## src/rtl/gol_defs.svh

```systemverilog
// Sizes and constants shared by the life persona RTL and its testbench
// Include this header wherever one of the macros below is needed

`ifndef GOL_DEFS_SVH
`define GOL_DEFS_SVH

// Number of 32-bit words in each direction of the host register bank
`define GOL_REG_FILE_IO_SIZE 8

// Side length of the square board in cells
`define GOL_BOARD_SIDE 8

// Identifier the persona reports to the static region
// It spells "gol" in ASCII
`define GOL_PERSONA_ID 32'h00676F6C

`endif
```

## src/rtl/gol_pkg.sv

```systemverilog
// Types shared by the stages of the life persona
// Refer to them with scoped names such as gol_pkg::board_t
`default_nettype none

`include "gol_defs.svh"

package gol_pkg;

   // Host register bank with word 0 in the lowest 32 bits
   typedef logic [`GOL_REG_FILE_IO_SIZE-1:0][31:0] reg_file_t;

   // Board with the cell of row r and column c at bit r*8+c
   typedef logic [`GOL_BOARD_SIDE*`GOL_BOARD_SIDE-1:0] board_t;

   // Commands and payload captured from the host, 98 bits in all
   typedef struct packed {
      logic        clear;
      logic        start;
      logic [31:0] gen_limit;
      board_t      board_start;
   } host_cmd_t;

   // Controls from the sequencer to the board engine
   typedef struct packed {
      logic init;
      logic step;
      logic clear;
   } step_ctrl_t;

   // States of a generation run
   typedef enum logic [1:0] {
      IDLE    = 2'd0,
      RUNNING = 2'd1,
      DONE    = 2'd2
   } run_state_e;

endpackage

`default_nettype wire

```

## src/rtl/gol_persona.sv

```systemverilog
// Top level of the life persona
// Connects the capture, sequencer and board stages to the host register
// bank and packs the status and board words the host reads back
`timescale 1ns/1ps
`default_nettype none

`include "gol_defs.svh"

module gol_persona (
   input  wire                     clk,
   input  wire                     pr_logic_rst,
   input  wire [31:0]              host_cntrl_register,
   input  wire gol_pkg::reg_file_t host_pr,
   output logic                    clr_io_reg,
   output logic [31:0]             persona_id,
   output gol_pkg::reg_file_t      pr_host
);

   gol_pkg::host_cmd_t  cmd;
   gol_pkg::step_ctrl_t ctrl;
   gol_pkg::board_t     board;
   logic                busy;
   logic                done;

   // Stage 1 captures host control edges and payload
   host_reg_capture u_host_reg_capture (
      .clk                 (clk),
      .pr_logic_rst        (pr_logic_rst),
      .host_cntrl_register (host_cntrl_register),
      .host_pr             (host_pr),
      .cmd                 (cmd)
   );

   // Stage 2 sequences the generations of a run
   generation_sequencer u_generation_sequencer (
      .clk          (clk),
      .pr_logic_rst (pr_logic_rst),
      .cmd          (cmd),
      .ctrl         (ctrl),
      .busy         (busy),
      .done         (done)
   );

   // Stage 3 holds the board and computes generations
   life_board u_life_board (
      .clk          (clk),
      .pr_logic_rst (pr_logic_rst),
      .ctrl         (ctrl),
      .board_start  (cmd.board_start),
      .board        (board)
   );

   // The clear pulse also tells the static region to wipe its registers
   assign clr_io_reg = cmd.clear;
   assign persona_id = `GOL_PERSONA_ID;

   // Word 0 is status, words 1 and 2 are the board, the rest read zero
   always_comb begin
      pr_host    = '0;
      pr_host[0] = {30'd0, done, busy};
      pr_host[1] = board[63:32];
      pr_host[2] = board[31:0];
   end

endmodule

`default_nettype wire

```

## src/rtl/life_board.sv

```systemverilog
// Board engine of the life persona
// Holds the 64 cells and computes the next generation on each step strobe
// Cells beyond the edges count as dead so the board does not wrap
`timescale 1ns/1ps
`default_nettype none

`include "gol_defs.svh"

module life_board (
   input  wire                      clk,
   input  wire                      pr_logic_rst,
   input  wire gol_pkg::step_ctrl_t ctrl,
   input  wire gol_pkg::board_t     board_start,
   output gol_pkg::board_t          board
);

   localparam int SIDE = `GOL_BOARD_SIDE;

   // Current generation
   gol_pkg::board_t board_q;
   // Generation that follows board_q
   gol_pkg::board_t board_next;

   // Apply the life rule to every cell of a board
   function automatic gol_pkg::board_t life_next(input gol_pkg::board_t cur);
      gol_pkg::board_t nxt;
      int              live;
      int              rr;
      int              cc;
      nxt = '0;
      for (int r = 0; r < SIDE; r++) begin
         for (int c = 0; c < SIDE; c++) begin
            // Count the live cells among the eight neighbours
            live = 0;
            for (int dr = -1; dr <= 1; dr++) begin
               for (int dc = -1; dc <= 1; dc++) begin
                  rr = r + dr;
                  cc = c + dc;
                  // Skip the cell itself and anything off the board
                  if (!(dr == 0 && dc == 0) &&
                      rr >= 0 && rr < SIDE && cc >= 0 && cc < SIDE) begin
                     if (cur[rr*SIDE+cc]) begin
                        live++;
                     end
                  end
               end
            end
            // Birth with three neighbours
            // Survival with two or three
            nxt[r*SIDE+c] = (live == 3) || (live == 2 && cur[r*SIDE+c]);
         end
      end
      return nxt;
   endfunction

   assign board_next = life_next(board_q);

   // Clear has priority over a load, and a load over a step
   // The sequencer raises at most one of these strobes in any cycle
   always_ff @(posedge clk) begin
      if (pr_logic_rst) begin
         board_q <= '0;
      end else if (ctrl.clear) begin
         board_q <= '0;
      end else if (ctrl.init) begin
         board_q <= board_start;
      end else if (ctrl.step) begin
         board_q <= board_next;
      end
   end

   assign board = board_q;

endmodule

`default_nettype wire

```

## src/rtl/generation_sequencer.sv

```systemverilog
// Generation sequencer of the life persona
// Runs an FSM that loads the board on start and then issues one step per
// cycle until the generation limit is reached
`timescale 1ns/1ps
`default_nettype none

module generation_sequencer (
   input  wire                    clk,
   input  wire                    pr_logic_rst,
   input  wire gol_pkg::host_cmd_t cmd,
   output gol_pkg::step_ctrl_t    ctrl,
   output logic                   busy,
   output logic                   done
);

   // Current run state
   gol_pkg::run_state_e state_q;

   // Generations computed so far in this run
   logic [31:0] gen_count_q;

   // One-cycle load and clear strobes for the board engine
   logic init_q;
   logic clear_q;

   // Combinational step strobe
   logic step;

   // Steps are issued while running and below the limit
   // The load cycle is skipped so the starting board is in place first
   assign step = (state_q == gol_pkg::RUNNING) && !init_q &&
                 (gen_count_q < cmd.gen_limit);

   always_ff @(posedge clk) begin
      if (pr_logic_rst) begin
         state_q     <= gol_pkg::IDLE;
         gen_count_q <= '0;
         init_q      <= 1'b0;
         clear_q     <= 1'b0;
      end else begin
         // Strobes drop after one cycle unless set again below
         init_q  <= 1'b0;
         clear_q <= 1'b0;
         if (cmd.clear) begin
            // Clear wins over start and abandons any run
            state_q     <= gol_pkg::IDLE;
            gen_count_q <= '0;
            clear_q     <= 1'b1;
         end else if (cmd.start) begin
            // Start from any state restarts the run with a fresh load
            state_q     <= gol_pkg::RUNNING;
            gen_count_q <= '0;
            init_q      <= 1'b1;
         end else if (step) begin
            gen_count_q <= gen_count_q + 32'd1;
         end else if (state_q == gol_pkg::RUNNING && !init_q) begin
            // Limit reached and the last generation is already registered
            state_q <= gol_pkg::DONE;
         end
      end
   end

   // Controls for the board engine
   always_comb begin
      ctrl.init  = init_q;
      ctrl.step  = step;
      ctrl.clear = clear_q;
   end

   // Status flags decoded from the state
   assign busy = (state_q == gol_pkg::RUNNING);
   assign done = (state_q == gol_pkg::DONE);

endmodule

`default_nettype wire

```

## src/rtl/host_reg_capture.sv

```systemverilog
// Host capture stage of the life persona
// Turns the clear and start control bits into one-cycle pulses and
// latches the generation limit and the starting board from the host words
`timescale 1ns/1ps
`default_nettype none

module host_reg_capture (
   input  wire                     clk,
   input  wire                     pr_logic_rst,
   input  wire [31:0]              host_cntrl_register,
   input  wire gol_pkg::reg_file_t host_pr,
   output gol_pkg::host_cmd_t      cmd
);

   // First sample of the control bits
   // Bit 0 is clear and bit 1 is start
   logic [1:0] cntrl_q;
   // Second sample which serves as the previous value for edge detection
   logic [1:0] cntrl_prev_q;

   // Registered rising-edge pulses
   logic clear_q;
   logic start_q;

   // Latched copies of the host payload words
   logic [31:0]      limit_q;
   gol_pkg::board_t  board_q;

   // Sample the control bits twice so that a new level seen at one edge
   // produces its pulse at the following edge
   always_ff @(posedge clk) begin
      if (pr_logic_rst) begin
         cntrl_q      <= 2'b00;
         cntrl_prev_q <= 2'b00;
      end else begin
         cntrl_q      <= host_cntrl_register[1:0];
         cntrl_prev_q <= cntrl_q;
      end
   end

   // A pulse is high for exactly one cycle after each 0 to 1 change
   always_ff @(posedge clk) begin
      if (pr_logic_rst) begin
         clear_q <= 1'b0;
         start_q <= 1'b0;
      end else begin
         clear_q <= cntrl_q[0] & ~cntrl_prev_q[0];
         start_q <= cntrl_q[1] & ~cntrl_prev_q[1];
      end
   end

   // The payload follows the host words with one cycle of delay
   // A clear pulse wipes the latched limit and board
   always_ff @(posedge clk) begin
      if (clear_q) begin
         limit_q <= '0;
         board_q <= '0;
      end else begin
         limit_q <= host_pr[0];
         // Word 1 holds the upper half of the board and word 2 the lower half
         board_q <= {host_pr[1], host_pr[2]};
      end
   end

   // Pack the pulses and payload for the sequencer
   always_comb begin
      cmd.clear       = clear_q;
      cmd.start       = start_q;
      cmd.gen_limit   = limit_q;
      cmd.board_start = board_q;
   end

endmodule

`default_nettype wire

```

## config.mk

```make
export PLATFORM = sky130hd
export DESIGN_NAME = gol_persona
export DESIGN_NICKNAME = d
export VERILOG_FILES = /design/src/rtl/gol_pkg.sv /design/src/rtl/gol_persona.sv /design/src/rtl/life_board.sv /design/src/rtl/generation_sequencer.sv /design/src/rtl/host_reg_capture.sv
export VERILOG_INCLUDE_DIRS = /design/src /design/src/rtl
export SDC_FILE = /design/constraint.sdc
export NUM_CORES = 1
export LEC_CHECK = 0
export BUFFER_PORTS_ARGS = -buffer_cell sky130_fd_sc_hd__buf_2
export CORE_MARGIN = 1.5
export CORE_UTILIZATION = 30
export CTS_CLUSTER_SIZE = 8
export DETAILED_ROUTE_END_ITERATION = 10
export PLACE_DENSITY_LB_ADDON = 0.08
export SETUP_SLACK_MARGIN = 0.2
export SYNTH_ARGS = -nofsm -noshare
export SYNTH_HDL_FRONTEND = slang
export SYNTH_SLANG_ARGS = --single-unit
```

## constraint.sdc

```tcl
create_clock -name clk -period 8.2 [get_ports clk]
set_clock_uncertainty 0.05 [all_clocks]
set_input_delay 0.41 -clock clk [delete_from_list [all_inputs] [get_ports clk]]
set_output_delay 0.41 -clock clk [all_outputs]
set_load 0.1 [all_outputs]
```

==> flow_metrics.tcl <==
set metrics [dict create \
    overflow 0 \
    num-nets-final 4502 \
    synth_top_family_by_area "simple AND/OR/NAND/NOR gates" \
    path_common_cell "ha_1" \
    cts_sinks 202 \
    synthXorXnorAreaFrac_pct 18.43 \
    fin_crit_sh_pct 66.75 \
    place_ws_ns 2.747 \
    yosysTopAreaCell "ha_1" \
    n_fill_cell 10182 \
    dr.pass1.iters 5 \
    cp.arrival_ns 5.88 \
    synthFlopType "dfxtp_1" \
    seqCellArea_um2 4051 \
    yosys_register_bits 202 \
    drv_slew 0 \
    ys_warn_count 0 \
    synth_top_area_share_pct 16.33 \
    io_pins 579 \
    clk_latency_ns 0.59 \
    grt_max_degree 54 \
    cts_buffer_depth 3 \
    dieArea_um2 97360 \
    leakage_uw 0.01466 \
    synth_area_leaders "ha_1 16%, dfxtp_1 14%, xnor2_1 9.4%" \
    synth_edf_count 0 \
    synthAdderAreaFrac_pct 16.33 \
    hold_violations 0 \
    final_cell_mix "400 x nand2_1, 374 x ha_1, 307 x xnor2_1, 222 x conb_1, 200 x dfxtp_1" \
    syn_inst 3683 \
    final_common_cell "nand2_1" \
    irDropWorstVdd_mv 0.1207 \
    crit_chain "inv_1, ha_1, xor2_2, ha_1, mux2_2, ha_1, o22a_1, o31a_1, ha_1, nand2b_1, o21a_1, ha_1, and2_1, a21o_1, ha_1, nand2_1, xor2_1, nor3b_1, o31ai_1, a21oi_2, a41oi_1, o32a_1, a21oi_2" \
    fp.dieH_um 312.0 \
    cts_setup_buffers 0 \
    initial_core_util_pct 30.20 \
    cts.root.buffer_cell "clkbuf_16" \
    drtAntennaViolNets 0 \
    slowest_stage "dfxtp_1" \
    antenna_found_initial 2 \
    path_max_fanout 11 \
    cp.required_ns 8.61 \
    num_rows 113 \
    grt_pass1_wl_mm 131.1 \
    synth_mux_area_share_pct 4.686 \
    hpwl_mm 57.84 \
    drt_iter0_drc 946 \
    yosysSeqAreaShare_pct 14.12 \
    synth.cell_area_um2 28650 \
    wire_per_inst_um 16.10 \
    maxCapViolations 0 \
    cts.clk_slew.worst_paths_ns 0.07 \
    die_w_um 312.0 \
    via_count 24465 \
    multiInputGateArea_um2 22310 \
    min_period_ns 5.474 \
    synth_compound_area_share_pct 14.74 \
    postLayoutSetupSlackWorst_ns 2.726 \
    grt_usage_pct 16.66 \
    cts_tree "done" \
    gp_routability_congestion 0.7728 \
    viasPerCell 4.775 \
    holdCritPathClass "primary input to flop" \
    avgSynthCellArea_um2 7.779 \
    tightest_slew_ns 1.031 \
    port_buffers 166 \
    end_kind "flop" \
    grt_pass1_vias 23692 \
    cts_hold_buf 81 \
    slew_headroom_pct 31.10 \
    rsz0062_at_grt "no" \
    htreeDepth 2 \
    async_flop_share_pct 0 \
    path_class "flop to flop" \
    crit_path_start_kind "flop" \
    yosys.cell_types.count 87 \
    drive_above_1_share_pct 10.86 \
    cts_buffers 35 \
    status "complete, no violations" \
    coreArea_um2 94870 \
    wl_mm 82.52 \
    max_stage_delay_ns 0.59 \
    finalSetupViolations 0 \
    p_per_area_nw_per_um2 127.8 \
    yosys.area_share.simple_pct 20.66 \
    setup_tns_ns 0 \
    area_delta_synth_final_pct 11.21 \
    fmax_ghz 0.1827 \
    postCtsResizedCells 0 \
    drc 0 \
]
## critical path, delay by kind of cell (launching register included)
| family | cells | cell delay [ns] |
|---|---|---|
| fa+ha+maj | 6 | 1.68 |
| compound gates | 9 | 1.56 |
| flops | 1 | 0.59 |
| simple gates | 4 | 0.50 |
| xor+xnor | 2 | 0.48 |
| mux | 1 | 0.27 |
| buf+inv | 1 | 0.20 |
## cell usage after synthesis, types with 25 or more instances
library cell and n:
nand2_1 401, ha_1 374, xnor2_1 307, buf_4 224, dfxtp_1 202, nor2_1 188, xor2_1 183, inv_1 165
a21oi_1 158, nand3_1 147, nor2b_1 131, o21ai_0 124, clkbuf_1 116, mux2_2 81, nor3_1 66, o31ai_1 54
nand4_1 44, mux2i_1 43, or3_1 39, a31oi_1 38, and2_1 37, buf_2 32, a311oi_1 30, buf_1 30
nand2b_1 30, nor3b_1 30, o22ai_1 25
## per-stage QoR
step / util, % / area [um^2] / std cells / power (uW) / hold WS (ns)
after CTS: 33.58 / 31860 / 5123 / 4169 / 0.004104
final: 33.58 / 31860 / 5124 / 4072 / 0.04353
after floorplan: - / 29470 / 3903 / 2416 / 0.3174
after global routing: 33.58 / 31860 / 5123 / 4330 / 0.01863
after global placement: 31.55 / 29930 / 4985 / 2586 / 0.3202
after detailed placement: 31.55 / 29930 / 4985 / 2584 / 0.3227
## layout make-up
type | instances | area share [%]
multi-input cells | 3096 | 70.01
flip-flops and latches | 202 | 12.72
repair buffers | 301 | 6.425
well taps | 1265 | 4.968
clock buffers | 48 | 3.059
inverters | 202 | 2.380
clock inverters | 9 | 0.4320
diodes | 1 | 0.007855
## flip-flops by register name, indices dropped and copies added (netlist names)
register / count
u_host_reg_capture.board_q: 64
u_host_reg_capture.cntrl_q: 2
u_life_board.board: 64
u_host_reg_capture.start_q: 1
u_generation_sequencer.gen_count_q: 32
u_generation_sequencer.state_q: 2
u_host_reg_capture.cntrl_prev_q: 2
u_generation_sequencer.clear_q: 1
u_generation_sequencer.init_q: 1
u_host_reg_capture.clear_q: 1
u_host_reg_capture.limit_q: 32
## routing by layer
| layer | wire, um | GRT usage, % |
|---|---|---|
| met5 | 0 | 0 |
| met4 | 1655 | 4.259 |
| met3 | 2982 | 2.349 |
| met2 | 37520 | 28.32 |
| met1 | 40370 | 22.00 |
## cell families after synthesis
family | count (synthesis)
simple gates | 1205
compound gates | 634
buf+inv | 605
xor+xnor | 537
fa+ha+maj | 374
flops | 202
mux | 124
other cells | 2
## power breakdown
group	switching, uW	internal [uW]	total [uW]
clock	592	894	1490
combinational	1090	426	1510
sequential	45.3	1030	1070
total	1720	2350	4070
## path summary, 6_finish.rpt
kind,depth (start not counted),end,slack [ns],start
setup / recovery,23,u_life_board.board[12],2.73,u_life_board.board[3]
hold / removal,2,u_host_reg_capture.board_q[37],0.04,host_pr[37]
setup reg to reg,23,u_life_board.board[12],2.73,u_life_board.board[3]
hold reg to reg,1,u_host_reg_capture.clear_q,0.33,u_host_reg_capture.cntrl_prev_q[0]
Power figures use the tool's default switching activity.
